<file path="src/rtl/mem_line_pkg.sv">
package mem_line_pkg;

	// cache geometry, shared by both caches
	localparam int num_sets = 8;
	localparam int line_bytes = 32;
	localparam int offset_bits = $clog2(line_bytes);
	localparam int index_bits = $clog2(num_sets);

	// one full line as moved on the memory side
	typedef logic [8*line_bytes-1:0] mem_line;

	// upper address bits naming a line
	typedef logic [31-offset_bits:0] line_addr;

	typedef logic [index_bits-1:0] set_index;
	typedef logic [31-offset_bits-index_bits:0] cache_tag;

	// word within a line
	typedef logic [offset_bits-3:0] word_sel;

	// line request between caches, prefetch, write buffer and arbiter
	typedef struct packed {
		logic read;
		logic write;
		line_addr addr;
		mem_line wdata;
	} line_req_t;

endpackage : mem_line_pkg

</file>
<file path="src/rtl/prefetch.sv">
`timescale 1ns/100ps

module prefetch (
	input logic clk,
	input logic rst,

	input mem_line_pkg::line_req_t i_req,
	output logic i_resp,
	output mem_line_pkg::mem_line i_rdata,

	output mem_line_pkg::line_req_t pf_req,
	input logic pf_resp,
	input mem_line_pkg::mem_line pf_rdata
);

	typedef enum logic [1:0] {
		idle,
		fetch_demand,
		fetch_next
	} state_t;

	state_t state;

	// prefetched line
	logic buf_valid;
	mem_line_pkg::line_addr buf_addr;
	mem_line_pkg::mem_line buf_line;

	// next line waiting to be issued
	logic pend;
	mem_line_pkg::line_addr pend_addr;

	logic pf_read;
	mem_line_pkg::line_addr pf_addr;

	logic demand;
	logic buf_hit;

	assign demand = i_req.read && !i_resp;
	assign buf_hit = buf_valid && (buf_addr == i_req.addr);

	assign pf_req = '{read: pf_read, write: 1'b0, addr: pf_addr, wdata: '0};

	always_ff @(posedge clk) begin
		if (rst) begin
			state <= idle;
			i_resp <= 1'b0;
			pf_read <= 1'b0;
			pend <= 1'b0;
			buf_valid <= 1'b0;
		end else begin
			i_resp <= 1'b0;
			case (state)
				idle: begin
					// demand beats a prefetch not yet issued
					if (demand && buf_hit) begin
						i_resp <= 1'b1;
					end else if (demand) begin
						pf_read <= 1'b1;
						state <= fetch_demand;
					end else if (pend) begin
						pf_read <= 1'b1;
						pend <= 1'b0;
						state <= fetch_next;
					end
				end
				fetch_demand: begin
					if (pf_resp) begin
						pf_read <= 1'b0;
						i_resp <= 1'b1;
						pend <= 1'b1;
						state <= idle;
					end
				end
				fetch_next: begin
					if (pf_resp) begin
						pf_read <= 1'b0;
						buf_valid <= 1'b1;
						state <= idle;
					end
				end
				default: state <= idle;
			endcase
		end
	end

	always_ff @(posedge clk) begin
		case (state)
			idle: begin
				if (demand && buf_hit)
					i_rdata <= buf_line;
				else if (demand)
					pf_addr <= i_req.addr;
				else if (pend)
					pf_addr <= pend_addr;
			end
			fetch_demand: begin
				if (pf_resp) begin
					i_rdata <= pf_rdata;
					pend_addr <= pf_addr + mem_line_pkg::line_addr'(1);
				end
			end
			fetch_next: begin
				// buffer tag and data change together
				if (pf_resp) begin
					buf_line <= pf_rdata;
					buf_addr <= pf_addr;
				end
			end
			default: ;
		endcase
	end

endmodule : prefetch

</file>
<file path="config.mk">
export PLATFORM = sky130hd
export DESIGN_NAME = prefetch
export DESIGN_NICKNAME = d
export VERILOG_FILES = /design/src/rtl/mem_line_pkg.sv /design/src/rtl/prefetch.sv
export SDC_FILE = /design/constraint.sdc
export NUM_CORES = 1
export LEC_CHECK = 0
export BUFFER_PORTS_ARGS = -buffer_cell sky130_fd_sc_hd__buf_2
export CORE_AREA = 3 3 423 425
export DETAILED_ROUTE_END_ITERATION = 8
export DIE_AREA = 0 0 426 428
export SLEW_MARGIN = 10
export SYNTH_ARGS = -nofsm -noshare
export SYNTH_HDL_FRONTEND = slang
export SYNTH_SLANG_ARGS = --single-unit
</file>
<file path="constraint.sdc">
create_clock -name clk -period 22.8 [get_ports clk]
set_clock_uncertainty 0.05 [all_clocks]
set_input_delay 4.56 -clock clk [delete_from_list [all_inputs] [get_ports clk]]
set_output_delay 4.56 -clock clk [all_outputs]
set_load 0.05 [all_outputs]
</file>
* Yosys cells after proc, flatten, opt, wreduce, memory -nomap -nowiden *
Cells that the tools add are included.

word-level totals
  bits in registers = 599
  input bits = 544
  output and inout port bits = 542
  word-level logic and storage cells = 59

operators by class
  add/sub/neg operators = 1
  equal/unequal tests = 9
  multiplexer cells = 22
  bitwise logic cells = 1
  reduce and logical (&&, ||, !) cells = 16

operators with widths
  cell                                                                   count
  256-bit two-way mux                                                    2
  256-bit case mux with 2 select lines                                   1
  27-bit two-way mux                                                     2
  27-bit by 1-bit adder with 27-bit output, second input constant        1
  27-bit equality test                                                   1
  1-bit two-way mux                                                      9
  3-bit AND reduction                                                    3
  2-bit two-way mux                                                      4
  2-bit != test, second input constant                                   4
  4-bit AND reduction                                                    2
  1-bit case mux with 2 select lines                                     3
  2-bit nonzero test                                                     3
  2-bit case mux with 2 select lines                                     1
  2-bit AND reduction                                                    2
  1-bit logical AND                                                      3
  3-bit != test, second input constant                                   1
  2-bit by 1-bit equality test with 1-bit output, second input constant  1
  2-bit equality test, second input constant                             1
  2-bit zero test                                                        1
  2-bit by 1-bit != test with 1-bit output, second input constant        1
  2-bit OR reduction                                                     1
  1-bit zero test                                                        1
  1-bit inverter                                                         1

* Longest topological paths before layout *
Gate-level depths: netlist of run 1.

  depth in word-level cells = 5
  mapped depth = 8
  depth with buffers taken out = 7

* Worst setup path after synthesis of run 1 *
OpenSTA, ideal clock, no wires.

  path type = in2reg
  from = input i_req[273] (netlist name)
  to = register i_rdata[0] (enable)
  library setup time = 641 ps
  data arrival time = 11329 ps
  required time = 22109 ps
  setup slack = 10780 ps
  stages on the path = 5
  buffers on the path = 0
  cell sequence = xnor2_1 -> nand4_1 -> or4b_4 -> nor3_4 -> o21a_1

on the way
  longest elaborated chain between the ends = 5

ends and longest elaborated chain
  what                                  line            text
  from (decl)                           prefetch.sv:7   input mem_line_pkg::line_req_t i_req,
  27-bit equality test                  prefetch.sv:40  assign buf_hit = buf_valid && (buf_addr == i_req.addr);
  1-bit logical AND                     prefetch.sv:40
  1-bit logical AND                     prefetch.sv:90  if (demand && buf_hit)
  2-bit != test (no source line)        n/a
  3-bit AND reduction (no source line)  n/a
  to (signal assigned)                  prefetch.sv:91  i_rdata <= buf_line;
  to (signal assigned)                  prefetch.sv:99  i_rdata <= pf_rdata;
  to (decl)                             prefetch.sv:9   output mem_line_pkg::mem_line i_rdata,

Every way passes these cells.
A chain may end at the register's enable or synchronous reset.

* Worst setup path after layout of run 1 *
  from = input i_req[260] (netlist name)
  to = register i_rdata[29] (enable)

Same word-level chain as after synthesis.

==> results of run 1 <==
==> Yosys cell counts, types with 2 or more instances <==
cell type / n / area share [%]
sky130_fd_sc_hd__edfxtp_1: 593 / 73
sky130_fd_sc_hd__xor2_1: 14 / 0.50
sky130_fd_sc_hd__nand2b_1: 2 / 0.051
sky130_fd_sc_hd__nor3_1: 3 / 0.062
sky130_fd_sc_hd__o21bai_1: 2 / 0.062
sky130_fd_sc_hd__nor2_1: 14 / 0.22
sky130_fd_sc_hd__a211oi_1: 2 / 0.062
sky130_fd_sc_hd__buf_2: 15 / 0.31
sky130_fd_sc_hd__mux2_1: 59 / 2.7
sky130_fd_sc_hd__a21oi_1: 2 / 0.041
sky130_fd_sc_hd__or3_1: 2 / 0.051
sky130_fd_sc_hd__mux2i_1: 2 / 0.082
sky130_fd_sc_hd__xnor2_1: 37 / 1.3
sky130_fd_sc_hd__clkbuf_1: 10 / 0.15
sky130_fd_sc_hd__inv_1: 8 / 0.12
sky130_fd_sc_hd__nand3_1: 13 / 0.27
sky130_fd_sc_hd__dfxtp_1: 6 / 0.49
sky130_fd_sc_hd__buf_1: 12 / 0.19
sky130_fd_sc_hd__nand2_1: 9 / 0.14
sky130_fd_sc_hd__buf_4: 258 / 8.0
sky130_fd_sc_hd__mux2_2: 224 / 10
sky130_fd_sc_hd__and3_1: 3 / 0.077
sky130_fd_sc_hd__nand4_1: 17 / 0.44
sky130_fd_sc_hd__ha_1: 4 / 0.21
sky130_fd_sc_hd__o21ai_0: 2 / 0.041
sky130_fd_sc_hd__and2_1: 5 / 0.13
sky130_fd_sc_hd__nor4_1: 3 / 0.077
==> cell type report <==
class                           instances  area [sq um]  share of cell area, %
Clock buffer                           85          1893                  6.006
Sequential cell                       599         17930                  56.88
Clock inverter                         46         466.7                  1.481
Timing Repair Buffer                  586          2970                  9.424
Antenna cell                           18         45.04                 0.1429
Multi-Input combinational cell        691          5260                  16.69
Tap cell                             2340          2928                  9.289
Inverter                                8         30.03                0.09527
==> power breakdown <==
part / internal [mW] / total (mW) / switching [mW]
registers: 1.40 / 1.44 / 0.0413
clock network: 0.652 / 1.15 / 0.495
logic: 0.166 / 0.810 / 0.644
==> cells by family after synthesis <==
logic type | Yosys count | synth area share [%]
XOR/XNOR | 52 | 1.904
multiplexers | 285 | 13.19
other | 1 | 0.01542
AND/OR/NAND/NOR | 79 | 1.827
adder cells (fa/ha/maj) | 4 | 0.2058
AO/OA/AOI/OAI | 14 | 0.3962
flip-flops | 599 | 73.73
buffers and inverters | 303 | 8.737
==> cells in the final DEF (no fill, tap or decap), drive strengths merged, types with 2 or more instances in the layout <==
master    instances
nor3              4
dfxtp             6
xor2             14
and3              3
or3               2
nand3            13
nor4              3
a211oi            2
bufinv            4
nand4            17
mux2            283
clkinv           31
a21oi             2
nand2             9
mux2i             2
diode            18
inv              14
clkinvlp          5
edfxtp          593
xnor2            38
conb            257
buf             586
clkbuf           85
ha                4
nor2             14
and2              5
o21bai            2
nand2b            2
o21ai             2
==> worst max path at each step <==
stage                     startpoint            to  slack [ps]  cells after the start
final                     i_req[260]   i_rdata[29]       14950                      8
after global routing      i_req[260]   i_rdata[42]       14710                      8
after CTS                 i_req[260]   i_rdata[29]       14890                      8
after detailed placement  i_req[260]  i_rdata[159]       14110                      8
after global placement    i_req[260]  i_rdata[159]       14140                      8
after floorplan           i_req[273]    i_rdata[0]       10780                      5
==> flip-flops by register name, indices dropped and copies added, names as in the netlist, 2 cells and up <==
name,count
state,2
buf_line,256
pf_addr,27
buf_addr,27
i_rdata,256
pend_addr,27
==> metrics by stage <==
stage	std cells	hold WS (ps)	cell area, sq um	util (%)
2_1_floorplan	1593	383.0	25280	-
3_3_place_gp	4224	406.8	29120	16.57
3_5_place_dp	4224	412.3	29120	16.57
4_1_cts	4355	428.3	31480	17.91
5_1_grt	4360	457.8	31490	17.92
6_report	4373	421.1	31520	17.94
==> metal layers <==
metal  up-vias  share of wire (%)  GRT usage [%]
met2       664                 51          13.82
met5         -               0.11              0
met1      6523                 36          9.069
met3       166                9.1          2.423
li1       5793                  -              -
met4        12                3.3          3.114
==> tightest hold or removal path: cells and delay by family, from the launching register on <==
family / cells / cell delay [ps]
DFF: 1 / 320
and+or+nand+nor: 2 / 120
==> metrics.txt, run 1 <==
count of distinct cell types in the synthesized netlist=43; status=completed; Die W=426 um; count of pins over their slew limit=0; # Post-CTS Setup Buffers=0; hold path startpoint=buf_valid; drt via density=3.009; Root Buffer=sky130_fd_sc_hd__clkbuf_16; drc violations=0; number of enable-type register cells in the synthesized netlist=593; actual slew at the worst max-slew pin=1059 ps; Worst Hold End=buf_valid; slowest stage cell on the critical path=sky130_fd_sc_hd__buf_4; number of buffers on the longest clock path=3; setup tns final=0 ps; arrival time worst endpoint=8070 ps; time the final worst path needs with I/O delays and setup=7845 ps; number of cell rows=154; clock tree from TritonCTS=done; max-slew headroom at the worst pin=29.41%; net count reported at finish=2507; startpoint type of the worst setup path=input pin; Resized Gates After CTS=0; Cell Area, Synth=24320 sq um; peak supply drop=0.00004849 V; Largest delay share family, worst path=buffers and inverters; number of H-tree branching levels=3; maximum net fanout on the critical path=64; endpoint class of the critical path=flop; initial core utilization=13.84%; Layout area overhead=29.63%; Post-synth top flop=sky130_fd_sc_hd__edfxtp_1; Tot Pwr=3.395 mW; Initial DRC Count=1021; share of the yosys chip area belonging to registers=73.73%; worst endpoint required time=23020 ps; delay of the slowest critical-path stage=810 ps; count of max-cap constraint violations=0; core area=175700 sq um; depth of the worst hold-timing path=2; die area=182300 sq um; proportion of synthesized flip-flops having asynchronous set or reset=0%; setup slack of the critical path after layout=14950 ps; ratio of final minimum period to clock period=34.41%; Die Ht=428 um; category of the most critical setup path=input pin to flop; synthesized instance count=1337; Yosys reg bits=599; number of clock sinks=599; pin count of the biggest net entering global routing=68; RePlAce Congestion=0.8071; initial antenna violation count=70; Final HPWL DP=56.62 mm; CTS clk-pin slew, worst paths=60 ps; register-to-register path setup slack=18570 ps; unrepaired setup endpoints after global routing=false; leak pwr=11.22 nW; Syn Area/Cell=18.19 sq um; power density of the placed cells=107.7 nW/um^2; worst-case setup slack after placement=14110 ps; overall routing resource usage=7.957%; buffers added on ports=571; number of global-route vias before repair=12775; Boundary Pins=1086; total via count after detailed routing=13158; Finish-stage setup viols=0; aggregate global routing overflow=0; worst reg2reg path depth=7; final hold violation count=0; Detailed Routing Iterations Pass 1=5; yosys synthesis warning count=0; wire length of the first global-routing pass=101.8 mm; number of clock buffers inserted by TritonCTS=73; Critical R2R Launch=buf_addr[4]; post-route ant nets=0; highest achievable clock rate=127.5 MHz; Critical path buffers and inverters=3; number of buffers inserted for hold repair after clock tree synthesis=0; worst hold-check path type=flop to flop; Clock Latency Late Sink=660 ps; per-cell routed wire length=17.31 um; sum of routed wire length over all layers=75.72 mm; fill cell instance count of the final layout=19107; ratio of cells with drive above 1 in the final layout=45.76%; endpoint of the worst-slack reg-to-reg timing path=i_rdata[29]; Most common cell on crit path=sky130_fd_sc_hd__buf_4; CP Cell Sequence=buf_2, xnor2_1, nand4_1, or4b_4, nor3_4, o21a_4, buf_4, buf_4
Power figures use the tool's default switching activity.
==> run 2: changes to the inputs <==
--- a/config.mk
+++ b/config.mk
@@ -6,9 +6,9 @@
 export NUM_CORES = 1
 export LEC_CHECK = 0
 export BUFFER_PORTS_ARGS = -buffer_cell sky130_fd_sc_hd__buf_2
-export CORE_AREA = 3 3 423 425
+export CORE_AREA = 3 3 421 423
 export DETAILED_ROUTE_END_ITERATION = 8
-export DIE_AREA = 0 0 426 428
+export DIE_AREA = 0 0 424 426
 export SLEW_MARGIN = 10
 export SYNTH_ARGS = -nofsm -noshare
 export SYNTH_HDL_FRONTEND = slang
==> constraint.sdc (replaced) <==
create_clock -name clk -period 7.1 [get_ports clk]
set_clock_uncertainty 0.05 [all_clocks]
set_input_delay 1.42 -clock clk [delete_from_list [all_inputs] [get_ports clk]]
set_output_delay 1.42 -clock clk [all_outputs]
set_load 0.05 [all_outputs]
==> run 2 against run 1 <==
Sequential share of layout area fell by 0.070 points. Critical endpoint is now i_rdata[158]. Cell area rose by 0.12%. First-iteration DRC count down 20%. Hold slack better by 8.0 ps. Register-to-register slack worse by 15000 ps. Non-clock buffer count fell by 4. Sequential power grew to 3.2 times the previous value. Critical path depth fell by 1. Via count shrank 0.44%. Combinational power grew to 3.2 times the previous value. Cell count fell by 0.48%. Die area is 0.93% lower.
==> metrics.txt, run 2 (same netlist as run 1, synthesis figures left out) <==
FF+latch area=17930 sq um (unchanged); core area=173800 sq um (was 175700 sq um); summed area of non-filler cells in the final layout=31560 sq um (was 31520 sq um); category of the most critical setup path=input pin to flop (unchanged); leak pwr=11.25 nW (was 11.22 nW); status=completed (unchanged); net count reported at finish=2499 (was 2507); CTS clk-pin slew, worst paths=60 ps (about the same); Area after DPL=29130 sq um (was 29120 sq um); final hold violation count=0 (unchanged); number of H-tree branching levels=3 (unchanged); sum of routed wire length over all layers=76.20 mm (was 75.72 mm); # Post-CTS Setup Buffers=0 (unchanged); Initial DRC Count=815 (was 1021); post-route ant nets=0 (unchanged); drc violations=0 (unchanged); Die W=424 um (was 426 um); overall routing resource usage=7.910% (was 7.957%); setup tns final=0 ps (unchanged); initial core utilization=13.99% (was 13.84%); Layout area overhead=29.79% (was 29.63%); per-cell routed wire length=17.51 um (was 17.31 um); RePlAce Congestion=0.7880 (was 0.8071); number of clock buffers inserted by TritonCTS=69 (was 73); buffers added on ports=571 (unchanged); count of max-cap constraint violations=0 (unchanged); number of buffers inserted for hold repair after clock tree synthesis=0 (unchanged); most common library cell in the layout ignoring fill and taps=sky130_fd_sc_hd__edfxtp_1 (unchanged); fill cell instance count of the final layout=18872 (was 19107); endpoint class of the critical path=flop (unchanged); maximum net fanout on the critical path=58 (was 64); commonest cells after routing, fill and taps aside=593 x sky130_fd_sc_hd__edfxtp_1, 571 x sky130_fd_sc_hd__buf_2, 257 x sky130_fd_sc_hd__conb_1 (unchanged); die area=180600 sq um (was 182300 sq um); count of pins over their slew limit=0 (unchanged); Clock Latency Late Sink=650 ps (was 660 ps); initial antenna violation count=62 (was 70); combined area of the multi-input logic cells=5260 sq um (unchanged); startpoint type of the worst setup path=input pin (unchanged); arrival time worst endpoint=4290 ps (was 8070 ps); pin count of the biggest net entering global routing=129 (was 68); Root Buffer=sky130_fd_sc_hd__clkbuf_16 (unchanged); clock tree from TritonCTS=done (unchanged); time the final worst path needs with I/O delays and setup=4075 ps; Tot Pwr=11.05 mW (was 3.395 mW); Final HPWL DP=57.41 mm (was 56.62 mm); number of cell rows=153 (was 154); drt via density=3.010 (was 3.009); worst endpoint required time=7310 ps (was 23020 ps); total via count after detailed routing=13100 (was 13158); ratio of final minimum period to clock period=57.40%; leading registers by flop count=buf_line (256), i_rdata (256) (unchanged); number of global-route vias before repair=12549 (was 12775); ratio of cells with drive above 1 in the final layout=45.69% (was 45.76%); worst hold-check path type=flop to flop (unchanged); aggregate global routing overflow=0 (unchanged); Detailed Routing Iterations Pass 1=5 (unchanged); setup slack of the critical path after layout=3025 ps (was 14950 ps); Finish-stage setup viols=0 (unchanged); highest achievable clock rate=245.4 MHz; delay of the slowest critical-path stage=710 ps (was 810 ps); utilization of the core after routing=18.16% (was 17.94%); actual slew at the worst max-slew pin=958.7 ps (was 1059 ps); unrepaired setup endpoints after global routing=false (unchanged); number of clock sinks=599 (unchanged); worst-case setup slack after placement=2345 ps (was 14110 ps); number of instances in the placed design=4205 (was 4224); max-slew headroom at the worst pin=36.09% (was 29.41%); peak supply drop=0.0001479 V (was 0.00004849 V); Die Ht=426 um (was 428 um); number of buffers on the longest clock path=3 (unchanged); Boundary Pins=1086 (unchanged); Resized Gates After CTS=0 (unchanged); power density of the placed cells=350.2 nW/um^2 (was 107.7 nW/um^2); slowest stage cell on the critical path=sky130_fd_sc_hd__buf_4 (unchanged); final worst hold slack=429.1 ps (was 421.1 ps); wire length of the first global-routing pass=99.95 mm (was 101.8 mm); CP Cell Sequence=buf_2, xnor2_1, nand4_1, or4b_4, nor3_4, o21a_4, buf_4 (was buf_2, xnor2_1, nand4_1, or4b_4, nor3_4, o21a_4, buf_4, buf_4); count of placed standard cells in the final layout, fillers left out=4352 (was 4373)
run 2: worst paths after layout:
kind,start,to,slack (ps),depth (start not counted)
hold / removal,buf_valid,buf_valid,430,2
hold reg to reg,buf_valid,buf_valid,430,2
setup / recovery,i_req[260],i_rdata[158],3020,7
setup reg to reg,buf_addr[4],i_rdata[158],3500,6
run 2: final cells by class:
class,instances,share of cell area (%)
Sequential cell,599,56.81
Multi-Input combinational cell,691,16.67
Timing Repair Buffer,582,9.515
Tap cell,2325,9.218
Clock buffer,80,5.669
Clock inverter,45,1.855
Antenna cell,22,0.1744
Inverter,8,0.09515
run 2: worst max-delay path, delay by kind of cell:
kind / cells / cell delay, ps
AOI/OAI and AO/OA: 1 / 490
xor gates and xnor gates: 1 / 270
and+or+nand+nor: 3 / 1140
buffers and inverters: 2 / 830
run 2: report_power, final:
group,switching (mW),total [mW],internal (mW)
Sequential,0.146,4.63,4.48
Clock,1.56,3.80,2.24
Combinational,2.08,2.62,0.542
run 2: per-layer routing:
layer	vias up	GRT usage (%)	wire, um
met4	12	3.649	2895
met1	6510	8.262	26190
met3	172	3.082	7048
li1	5784	-	-
met2	622	13.93	39980
met5	-	0	77
==> run 3: changes to the inputs <==
==> constraint.sdc (replaced) <==
create_clock -name clk -period 3.53 [get_ports clk]
set_clock_uncertainty 0.05 [all_clocks]
set_input_delay 0.706 -clock clk [delete_from_list [all_inputs] [get_ports clk]]
set_output_delay 0.706 -clock clk [all_outputs]
set_load 0.05 [all_outputs]
==> run 3 against run 2 <==
Via count is 0.31% higher. Global-route usage shrank 0.50 points. Sequential share of layout area is 0.19 points lower.
==> metrics.txt, run 3 (same netlist as run 1, synthesis figures left out) <==
power density of the placed cells=684.6 nW/um^2 (was 350.2 nW/um^2); highest achievable clock rate=371.3 MHz; actual slew at the worst max-slew pin=681.2 ps (was 958.7 ps); endpoint class of the critical path=flop (unchanged); final worst hold slack=189.0 ps (was 429.1 ps); die area=180600 sq um (unchanged); number of H-tree branching levels=3 (unchanged); Critical path buffers and inverters=2 (unchanged); per-cell routed wire length=16.37 um (was 17.51 um); Tot Pwr=21.68 mW (was 11.05 mW); clock tree from TritonCTS=done (unchanged); final hold violation count=0 (unchanged); # Post-CTS Setup Buffers=0 (unchanged); post-route ant nets=0 (unchanged); Initial DRC Count=759 (was 815); number of cell rows=153 (unchanged); register-to-register path setup slack=840 ps (was 3500 ps); worst hold-check path type=input pin to flop (was flop to flop); number of clock sinks=599 (unchanged); Finish-stage setup viols=0 (unchanged); ratio of final minimum period to clock period=76.30%; Clock Latency Late Sink=660 ps (was 650 ps); number of buffers on the longest clock path=3 (unchanged); Root Buffer=sky130_fd_sc_hd__clkbuf_16 (unchanged); worst-case setup slack after placement=416.2 ps (was 2345 ps); sum of routed wire length over all layers=71.32 mm (was 76.20 mm); most common library cell in the layout ignoring fill and taps=sky130_fd_sc_hd__edfxtp_1 (unchanged); status=completed (unchanged); category of the most critical setup path=flop to flop (was input pin to flop); number of instances in the placed design=4225 (was 4205); CTS clk-pin slew, worst paths=80 ps (was 60 ps); Resized Gates After CTS=0 (unchanged); overall routing resource usage=7.415% (was 7.910%); commonest cells after routing, fill and taps aside=593 x sky130_fd_sc_hd__edfxtp_1, 571 x sky130_fd_sc_hd__buf_2, 257 x sky130_fd_sc_hd__conb_1 (unchanged); summed area of non-filler cells in the final layout=31660 sq um (was 31560 sq um); startpoint type of the worst setup path=flop (was input pin); peak supply drop=0.0003416 V (was 0.0001479 V); count of placed standard cells in the final layout, fillers left out=4357 (was 4352); net count reported at finish=2519 (was 2499); arrival time worst endpoint=2960 ps (was 4290 ps); count of max-cap constraint violations=0 (unchanged); Final HPWL DP=54.16 mm (was 57.41 mm); Die W=424 um (unchanged); pin count of the biggest net entering global routing=60 (was 129); delay of the slowest critical-path stage=550 ps (was 710 ps); ratio of cells with drive above 1 in the final layout=46.29% (was 45.69%); Layout area overhead=30.22% (was 29.79%); Boundary Pins=1086 (unchanged); RePlAce Congestion=0.7663 (was 0.7880); slowest stage cell on the critical path=sky130_fd_sc_hd__or4b_4 (was sky130_fd_sc_hd__buf_4); utilization of the core after routing=18.22% (was 18.16%); number of clock buffers inserted by TritonCTS=69 (unchanged); Largest delay share family, worst path=simple AND/OR/NAND/NOR gates (unchanged); drt via density=3.016 (was 3.010); CP Cell Sequence=xnor2_4, nand4_1, or4b_4, nor3_4, o21a_4, buf_12, buf_12 (was buf_2, xnor2_1, nand4_1, or4b_4, nor3_4, o21a_4, buf_4); buffers added on ports=571 (unchanged); unrepaired setup endpoints after global routing=false (unchanged); drc violations=0 (unchanged); leak pwr=11.31 nW (was 11.25 nW); maximum net fanout on the critical path=36 (was 58); leading registers by flop count=buf_line (256), i_rdata (256) (unchanged); initial core utilization=13.99% (unchanged); setup slack of the critical path after layout=836.6 ps (was 3025 ps); Most common cell on crit path=sky130_fd_sc_hd__buf_12; aggregate global routing overflow=0 (unchanged); total via count after detailed routing=13141 (was 13100); time the final worst path needs with I/O delays and setup=2693 ps; setup tns final=0 ps (unchanged); Detailed Routing Iterations Pass 1=5 (unchanged); core area=173800 sq um (unchanged); Area after DPL=29450 sq um (was 29130 sq um); max-slew headroom at the worst pin=54.58% (was 36.09%); wire length of the first global-routing pass=95.50 mm (was 99.95 mm); Die Ht=426 um (unchanged); worst endpoint required time=3800 ps (was 7310 ps); number of global-route vias before repair=12772 (was 12549); initial antenna violation count=54 (was 62); count of pins over their slew limit=0 (unchanged); number of buffers inserted for hold repair after clock tree synthesis=0 (unchanged)
-- run 3: cell types whose count changed in the layout (fill, tap and decap cells not counted), moves of 2 or more --
cell,delta
sky130_fd_sc_hd__diode_2,-12
sky130_fd_sc_hd__buf_4,+11
sky130_fd_sc_hd__buf_12,+9
sky130_fd_sc_hd__bufinv_16,-6
sky130_fd_sc_hd__xnor2_1,-5
sky130_fd_sc_hd__clkinvlp_4,+3
sky130_fd_sc_hd__inv_16,-3
sky130_fd_sc_hd__inv_8,-3
sky130_fd_sc_hd__xnor2_2,+3
sky130_fd_sc_hd__clkinv_4,+2
sky130_fd_sc_hd__xnor2_4,+2
-- run 3: path summary, 6_finish.rpt --
check	from	end	depth (start not counted)
max	buf_addr[14]	i_rdata[229]	7
min	pf_rdata[129]	buf_line[129]	1
max reg2reg	buf_addr[14]	i_rdata[229]	7
min reg2reg	buf_valid	buf_valid	2
-- run 3: cell type report --
cell class | count | area (sq um)
fillers | 18859 | 142200
multi-input cells | 691 | 5320
diodes | 10 | 25.02
flip-flops and latches | 599 | 17930
inverters | 8 | 30.03
well taps | 2325 | 2909
clock buffers | 82 | 1818
repair buffers | 602 | 3266
clock inverters | 40 | 367.9
-- run 3: power by group --
group	switching [mW]	leakage [nW]	internal, mW
Combinational	4.16	4.75	1.21
Clock	2.98	1.06	4.06
Sequential	0.260	5.50	9.00
Total	7.40	11.3	14.3
-- run 3: metal layers --
metal | vias up | part of all wire, % | GRT usage, %
met4 | 12 | 5.4 | 4.152
met1 | 6494 | 36 | 8.044
met2 | 634 | 51 | 12.63
met3 | 176 | 8.1 | 2.533
met5 | - | 0.11 | 0
li1 | 5825 | - | -
